**config.mk**
```make
export PLATFORM = sky130hd
export DESIGN_NAME = blk_detect_top
export DESIGN_NICKNAME = d
export VERILOG_FILES = /design/src/hw/blk_pkg.sv /design/src/hw/blk_if.sv /design/src/hw/blk_accum.sv /design/src/hw/blk_decide.sv /design/src/hw/blk_detect_top.sv /design/src/hw/delay_line.sv /design/src/hw/pix_metrics.sv
export VERILOG_INCLUDE_DIRS = /design/src /design/src/include
export SDC_FILE = /design/constraint.sdc
export NUM_CORES = 1
export LEC_CHECK = 0
export ABC_CLOCK_PERIOD_IN_PS = 2990
export BUFFER_PORTS_ARGS = -buffer_cell sky130_fd_sc_hd__buf_2
export CAP_MARGIN = 40
export CORE_MARGIN = 4
export CORE_UTILIZATION = 25
export DETAILED_ROUTE_END_ITERATION = 6
export PLACE_DENSITY = 0.42
export REMOVE_ABC_BUFFERS = 1
export SKIP_CTS_REPAIR_TIMING = 1
export SLEW_MARGIN = 20
export SYNTH_ARGS = -nofsm -noshare
export SYNTH_HDL_FRONTEND = slang
export SYNTH_SLANG_ARGS = --single-unit
```
**constraint.sdc**
```tcl
create_clock -name clk_i -period 2.99 [get_ports clk_i]
set_input_delay 0.4485 -clock clk_i [delete_from_list [all_inputs] [get_ports clk_i]]
set_output_delay 0.4485 -clock clk_i [all_outputs]
set_load 0.02 [all_outputs]
```
**src/include/blk_params.svh**
```systemverilog
`ifndef BLK_PARAMS_SVH
`define BLK_PARAMS_SVH

// Block grid and block size
`define BLK_HBLKS 4
`define BLK_VBLKS 3
`define BLK_PXS 4 // 2 by 2 pixels

// Block sum widths
`define BLK_Y_W 20
`define BLK_C_W 11
`define BLK_L_W 12

`define BLK_Y_THR (`BLK_PXS * 512 * 128)
`define BLK_Y_HYS (`BLK_PXS * 512 * 8)
`define BLK_C_THR (`BLK_PXS * 89) // About 0.35 of full scale
`define BLK_C_HYS (`BLK_PXS * 5)
`define BLK_L_THR (`BLK_PXS * 256)
`define BLK_L_HYS (`BLK_PXS * 15)

`endif

```
**src/hw/blk_pkg.sv**
```systemverilog
`include "blk_params.svh"

package blk_pkg;

   typedef struct packed {
      logic [7:0] r; // Top byte
      logic [7:0] g;
      logic [7:0] b;
   } pixel_t;

   typedef struct packed {
      logic [16:0] luma; // 109 R + 37 G + 366 B
      logic [7:0] chroma; // max - min
      logic [8:0] light; // max + min
   } metric_t;

   typedef logic [`BLK_Y_W-1:0] y_sum_t;
   typedef logic [`BLK_C_W-1:0] c_sum_t;
   typedef logic [`BLK_L_W-1:0] l_sum_t;

   typedef struct packed {
      y_sum_t y;
      c_sum_t c;
      l_sum_t l;
   } blk_sums_t;

   typedef logic [`BLK_HBLKS-1:0] flags_t;

   typedef struct packed {
      flags_t y_flags;
      flags_t c_flags;
      flags_t l_flags;
   } blk_row_t;

endpackage

```
**src/hw/blk_if.sv**
```systemverilog
interface metric_if import blk_pkg::*; ();

   logic valid;
   metric_t metric;
   logic h_save;
   logic v_save;

   // Input side
   modport src (
      output valid,
      output metric,
      output h_save,
      output v_save
   );

   // Accumulator side
   modport dst (
      input valid,
      input metric,
      input h_save,
      input v_save
   );

endinterface

```
**src/hw/blk_accum.sv**
```systemverilog
`include "blk_params.svh"

module blk_accum import blk_pkg::*; (
   input logic clk_i,
   input logic rst_ni,
   metric_if.dst m_i,
   output logic seg_valid_o,
   output blk_sums_t seg_sums_o,
   output logic row_done_o
);

   localparam int CNT_W = $clog2(`BLK_HBLKS + 1);

   blk_sums_t acc_q;
   blk_sums_t lbuf_head;
   blk_sums_t total;
   logic [CNT_W-1:0] first_cnt_q;
   logic first_line;

   // Segment accumulator empties after each h_save
   always_ff @(posedge clk_i, negedge rst_ni) begin
      if (!rst_ni) begin
         acc_q <= '0;
      end else if (m_i.h_save) begin
         acc_q <= '0;
      end else if (m_i.valid) begin
         acc_q.y <= acc_q.y + y_sum_t'(m_i.metric.luma);
         acc_q.c <= acc_q.c + c_sum_t'(m_i.metric.chroma);
         acc_q.l <= acc_q.l + l_sum_t'(m_i.metric.light);
      end
   end

   // Counts the segments of the first line in a block row
   always_ff @(posedge clk_i, negedge rst_ni) begin
      if (!rst_ni) begin
         first_cnt_q <= CNT_W'(`BLK_HBLKS);
      end else if (m_i.v_save) begin
         first_cnt_q <= CNT_W'(`BLK_HBLKS);
      end else if (m_i.h_save && first_line) begin
         first_cnt_q <= first_cnt_q - 1'b1;
      end
   end

   assign first_line = |first_cnt_q;

   always_comb begin
      total = acc_q;
      if (!first_line) begin // Add the partial sum of the lines above
         total.y = acc_q.y + lbuf_head.y;
         total.c = acc_q.c + lbuf_head.c;
         total.l = acc_q.l + lbuf_head.l;
      end
   end

   delay_line #(
      .T (blk_sums_t),
      .DEPTH (`BLK_HBLKS)
   ) u_lbuf (
      .clk_i (clk_i),
      .rst_ni (rst_ni),
      .en_i (m_i.h_save),
      .d_i (total),
      .d_o (lbuf_head)
   );

   always_ff @(posedge clk_i) begin
      if (m_i.h_save) seg_sums_o <= total;
   end

   always_ff @(posedge clk_i, negedge rst_ni) begin
      if (!rst_ni) begin
         seg_valid_o <= 1'b0;
         row_done_o <= 1'b0;
      end else begin
         seg_valid_o <= m_i.h_save;
         row_done_o <= m_i.v_save;
      end
   end

endmodule

```
**src/hw/blk_decide.sv**
```systemverilog
`include "blk_params.svh"

module blk_decide import blk_pkg::*; (
   input logic clk_i,
   input logic rst_ni,
   input logic seg_valid_i,
   input blk_sums_t seg_sums_i,
   input logic row_done_i,
   output logic row_valid_o,
   output blk_row_t row_o
);

   localparam y_sum_t Y_LO = y_sum_t'(`BLK_Y_THR - `BLK_Y_HYS);
   localparam y_sum_t Y_HI = y_sum_t'(`BLK_Y_THR + `BLK_Y_HYS);
   localparam c_sum_t C_LO = c_sum_t'(`BLK_C_THR - `BLK_C_HYS);
   localparam c_sum_t C_HI = c_sum_t'(`BLK_C_THR + `BLK_C_HYS);
   localparam l_sum_t L_LO = l_sum_t'(`BLK_L_THR - `BLK_L_HYS);
   localparam l_sum_t L_HI = l_sum_t'(`BLK_L_THR + `BLK_L_HYS);

   blk_row_t cur_q;
   blk_row_t prev_q;
   blk_row_t store_out;
   logic y_flag;
   logic c_flag;
   logic l_flag;

   // Lower bar when the block was set in the previous frame
   assign y_flag = seg_sums_i.y >= (prev_q.y_flags[0] ? Y_LO : Y_HI);
   assign c_flag = seg_sums_i.c >= (prev_q.c_flags[0] ? C_LO : C_HI);
   assign l_flag = seg_sums_i.l >= (prev_q.l_flags[0] ? L_LO : L_HI);

   always_ff @(posedge clk_i, negedge rst_ni) begin
      if (!rst_ni) begin
         cur_q <= '0;
         prev_q <= '0;
      end else if (row_done_i) begin
         prev_q <= store_out; // Same block row in the previous frame
      end else if (seg_valid_i) begin
         cur_q.y_flags <= {y_flag, cur_q.y_flags[`BLK_HBLKS-1:1]};
         cur_q.c_flags <= {c_flag, cur_q.c_flags[`BLK_HBLKS-1:1]};
         cur_q.l_flags <= {l_flag, cur_q.l_flags[`BLK_HBLKS-1:1]};
         prev_q.y_flags <= {prev_q.y_flags[0], prev_q.y_flags[`BLK_HBLKS-1:1]};
         prev_q.c_flags <= {prev_q.c_flags[0], prev_q.c_flags[`BLK_HBLKS-1:1]};
         prev_q.l_flags <= {prev_q.l_flags[0], prev_q.l_flags[`BLK_HBLKS-1:1]};
      end
   end

   // Holds the other block rows of the previous frame
   delay_line #(
      .T (blk_row_t),
      .DEPTH (`BLK_VBLKS - 1)
   ) u_frame_store (
      .clk_i (clk_i),
      .rst_ni (rst_ni),
      .en_i (row_done_i),
      .d_i (cur_q),
      .d_o (store_out)
   );

   always_ff @(posedge clk_i, negedge rst_ni) begin
      if (!rst_ni) begin
         row_valid_o <= 1'b0;
         row_o <= '0;
      end else begin
         row_valid_o <= row_done_i;
         if (row_done_i) row_o <= cur_q;
      end
   end

endmodule

```
**src/hw/blk_detect_top.sv**
```systemverilog
module blk_detect_top import blk_pkg::*; (
   input logic clk_i,
   input logic rst_ni,
   input logic de_i,
   input logic h_save_i,
   input logic v_save_i,
   input pixel_t pixel_i,
   output logic row_valid_o,
   output flags_t y_flags_o,
   output flags_t c_flags_o,
   output flags_t l_flags_o
);

   metric_if m_bus ();

   logic seg_valid;
   blk_sums_t seg_sums;
   logic row_done;
   blk_row_t row;

   pix_metrics u_pix (
      .clk_i (clk_i),
      .rst_ni (rst_ni),
      .de_i (de_i),
      .h_save_i (h_save_i),
      .v_save_i (v_save_i),
      .pixel_i (pixel_i),
      .m_o (m_bus.src)
   );

   blk_accum u_accum (
      .clk_i (clk_i),
      .rst_ni (rst_ni),
      .m_i (m_bus.dst),
      .seg_valid_o (seg_valid),
      .seg_sums_o (seg_sums),
      .row_done_o (row_done)
   );

   blk_decide u_decide (
      .clk_i (clk_i),
      .rst_ni (rst_ni),
      .seg_valid_i (seg_valid),
      .seg_sums_i (seg_sums),
      .row_done_i (row_done),
      .row_valid_o (row_valid_o),
      .row_o (row)
   );

   assign y_flags_o = row.y_flags;
   assign c_flags_o = row.c_flags;
   assign l_flags_o = row.l_flags;

endmodule

```
**src/hw/delay_line.sv**
```systemverilog
module delay_line #(
   parameter type T = logic [7:0],
   parameter int DEPTH = 2
) (
   input logic clk_i,
   input logic rst_ni,
   input logic en_i,
   input T d_i,
   output T d_o
);

   T stage_q [DEPTH];

   always_ff @(posedge clk_i, negedge rst_ni) begin
      if (!rst_ni) begin
         for (int i = 0; i < DEPTH; i++) stage_q[i] <= '0;
      end else if (en_i) begin
         stage_q[0] <= d_i;
         for (int i = 1; i < DEPTH; i++) stage_q[i] <= stage_q[i-1];
      end
   end

   assign d_o = stage_q[DEPTH-1]; // Oldest entry

endmodule

```
**src/hw/pix_metrics.sv**
```systemverilog
module pix_metrics import blk_pkg::*; (
   input logic clk_i,
   input logic rst_ni,
   input logic de_i,
   input logic h_save_i,
   input logic v_save_i,
   input pixel_t pixel_i,
   metric_if.src m_o
);

   logic [7:0] max_c;
   logic [7:0] min_c;
   logic [16:0] luma;

   always_comb begin
      max_c = pixel_i.r;
      min_c = pixel_i.r;
      if (pixel_i.g > max_c) max_c = pixel_i.g;
      if (pixel_i.b > max_c) max_c = pixel_i.b;
      if (pixel_i.g < min_c) min_c = pixel_i.g;
      if (pixel_i.b < min_c) min_c = pixel_i.b;
   end

   // Weights sum to 512
   assign luma = {9'b0, pixel_i.r} * 17'd109
               + {9'b0, pixel_i.g} * 17'd37
               + {9'b0, pixel_i.b} * 17'd366;

   always_ff @(posedge clk_i) begin
      if (de_i) begin
         m_o.metric.luma <= luma;
         m_o.metric.chroma <= max_c - min_c;
         m_o.metric.light <= {1'b0, max_c} + {1'b0, min_c};
      end
   end

   // Strobes stay aligned with the metrics
   always_ff @(posedge clk_i, negedge rst_ni) begin
      if (!rst_ni) begin
         m_o.valid <= 1'b0;
         m_o.h_save <= 1'b0;
         m_o.v_save <= 1'b0;
      end else begin
         m_o.valid <= de_i;
         m_o.h_save <= h_save_i;
         m_o.v_save <= v_save_i;
      end
   end

endmodule

```
==> run summary <==
CTS max path bufs - 3
detailed placement HPWL - 36700 um
Die ar. - 0.0909 sq mm
Hold Vio Cnt, Final - 0
crit end category - flip-flop
Core ar. - 0.0853 sq mm
vias in the first global route - 15700
Final Total Pwr - 32.3 mW
MaxCap Viol Count - 0
Worst-Margin Slew - 0.798 ns
status - finished, violations left
Leak - 12.9 nW
Rows - 107
layout cells sized above 1 - 30.8%
largest net degree at the start of global routing - 77
CP Class - in2reg
first-pass GRT wire length - 80600 um
CTS Buf Count - 39
R2R Setup Slk - 0.10 ns
pre-CTS WS - -2.68 ns
count leader, synth - dfrtp_1
Post-synth EDFFs - 60
antenna-violating nets left - 0
vias - 15000
crit path DAT - 5.09 ns
slowest CP cell - fa_1
post-layout util - 32.0%
cell taking the most area after synthesis - dfrtp_1
Hold Crit Class - in2async
drt pass-1 iters - 4
Critical Path Source - pixel_i[20]
maximum vdd drop - 1.15 mV
H-tree depth - 2
DRC - 0
Largest delay share family, worst path - adder cells
Crit path top cell by count - fa_1
Die X-Extent - 302 um
starting density of the core - 25.3%
top cell type's share of synthesized area - 31.5%
DRT Wirelength - 48400 um
All-Layer GR Usage - 10.7%
synthesis warning total - 0
Final Critical Period - 4.79 ns
fmax - 209 MHz
clock transition at the registers of the reported paths - 0.06 ns
power density cells - 1180 mW/mm^2
CTS root buffer - clkbuf_16
sequential fraction of the synthesis area - 40.0%
WP buf/inv - 6
failing checks - negative setup slack
cells along the critical path - buf_8, ha_4, inv_2, fa_1, inv_1, fa_1, fa_1, inv_1, fa_1, inv_2, ha_4, buf_6, nor3_4, nor2_2, nand2_2, o2111ai_2, and3_4, xor2_2, ha_1, or3_1, o21ai_1, a21oi_1, xor2_1
initial DRC count - 531
worst-case reg-to-reg path depth - 10
ys async rst share - 81.9%
max-slew violations - 0
RSZ-0062 raised after global routing - true
critical path peak fanout - 3
FF+latch count, synth - 332
Top FF cell, synth - dfrtp_1
Worst Skew - 0.0182 ns
critical path depth - 23
IO Pins - 42
Cells after DPL - 3326
GRT overflow - 0
Mapped Area - 0.0215 sq mm
Worst R2R End - u_accum.u_lbuf.stage_q[169]
Synth top cells by count - 271 x dfrtp_1, 244 x ha_1, 203 x inv_1
Slew Limit Headroom - 46.8%
area growth from synthesis to layout - 26.8%
fillcell total - 8686
Startpoint Class - input port
crit-path max cell delay - 0.51 ns
Syn Inst Count - 1961
non-filler cells in the finished layout - 3420
Netlist cell types - 67
syn_area_per_cell - 11.0 sq um
Reg-to-Reg Start - u_accum.acc_q[24]
Worst setup endpoint - u_pix.m_o.metric[32]
Tcrit/Tclk final - 160%
CTS tree - yes
# nets final - 2581
setup TNS - -38.26 ns
routability congestion estimate - 0.848
PortBufs - 41
ranking of synthesized cells by area - dfrtp_1 31%, ha_1 14%, mux2_2 10%
WP data required - 3.29 ns
Clk Latency, worst-skew pair - 0.55 ns
initial antenna violation count - 5
clock sink count - 332
Die Height - 302 um
vias per std cell - 4.37
final worst slack - -1.80 ns
Routed WL per cell - 14.2 um
final setup fails - 29
final cells by class:
class                   instances  area [sq um]  area share [%]
multi-input cells            1373         12800            47.0
diodes                          2          5.00          0.0183
clock buffers                  54          1130            4.16
repair buffers                295          2340            8.56
inverters                     203           767            2.81
clock inverters                17           176           0.646
flip-flops and latches        332          8620            31.6
well taps                    1144          1430            5.24
per-layer routing:
| metal | vias to the layer above | routed length, um | global-route usage (%) |
|---|---|---|---|
| met3 | 71 | 1380 | 1.67 |
| met5 | - | 29 | 0 |
| met1 | 7305 | 23300 | 14.5 |
| li1 | 7428 | - | - |
| met4 | 6 | 1060 | 2.99 |
| met2 | 147 | 22600 | 17.9 |
sequential cells by signal, indices dropped and copies added (netlist names):
name,cells
u_pix.m_o.metric,33
u_accum.seg_sums_o,27
u_accum.seg_valid_o,1
u_accum.acc_q,43
u_accum.row_done_o,1
u_pix.m_o.valid,1
u_decide.prev_q,12
u_decide.u_frame_store.d_o,12
u_pix.m_o.h_save,1
u_decide.row_o,12
u_decide.row_valid_o,1
u_accum.u_lbuf.stage_q,129
u_accum.u_lbuf.d_o,43
u_pix.m_o.v_save,1
u_decide.cur_q,12
u_accum.first_cnt_q,3
power by group:
group          internal [mW]  switching [mW]  total (mW)  leakage [nW]
Sequential              6.71            1.00        7.71          4.07
Combinational           10.4            9.29        19.7          8.22
Clock                   2.92            1.92        4.84         0.651
Total                   20.1            12.2        32.3          12.9
how the worst min path moves through the flow:
stage / start / end / slack [ns] / cells after the start
after floorplan: rst_ni / u_accum.acc_q[0] / 0.15 / 0
after global placement: u_pix.m_o.v_save / u_accum.row_done_o / 0.46 / 0
after detailed placement: u_pix.m_o.v_save / u_accum.row_done_o / 0.46 / 0
after CTS: rst_ni / u_accum.u_lbuf.stage_q[144] / -0.12 / 1
after global routing: de_i / u_pix.m_o.valid / 0.46 / 1
final: rst_ni / u_accum.u_lbuf.stage_q[144] / 0.45 / 2
stage by stage:
| step | area (sq um) | hold WS [ns] |
|---|---|---|
| after floorplan | 21300 | 0.153 |
| after global placement | 24800 | 0.461 |
| after detailed placement | 24800 | 0.459 |
| after CTS | 26200 | -0.119 |
| after global routing | 27300 | 0.460 |
| final | 27300 | 0.447 |
cell usage in the layout (no fill, tap or decap), types with 20 or more instances in the layout:
cell type,synthesis,routed
dfrtp_1,271,268
clkbuf_16,0,41
buf_4,1,226
o21ai_0,80,67
inv_1,203,183
fa_1,64,62
nand3_1,23,22
edfxtp_1,60,60
mux2_2,191,189
nand2_1,120,118
ha_1,244,216
nor3_1,28,25
a21oi_2,1,20
a31oi_1,25,24
xnor2_1,83,75
xor2_1,32,28
buf_2,2,34
a21o_1,40,40
nor2_1,110,105
mux2i_1,72,65
a21oi_1,78,56
ha_4,0,24
logic make-up after synthesis:
kind of cell	count (synthesis)	synth area share (%)
compound gates	326	9.81
xor+xnor	115	4.68
fa+ha+maj	308	20.1
buf+inv	256	4.49
flops	332	40.0
mux	263	13.3
simple gates	361	7.61
Note: power is estimated with default switching activity, not from simulation.
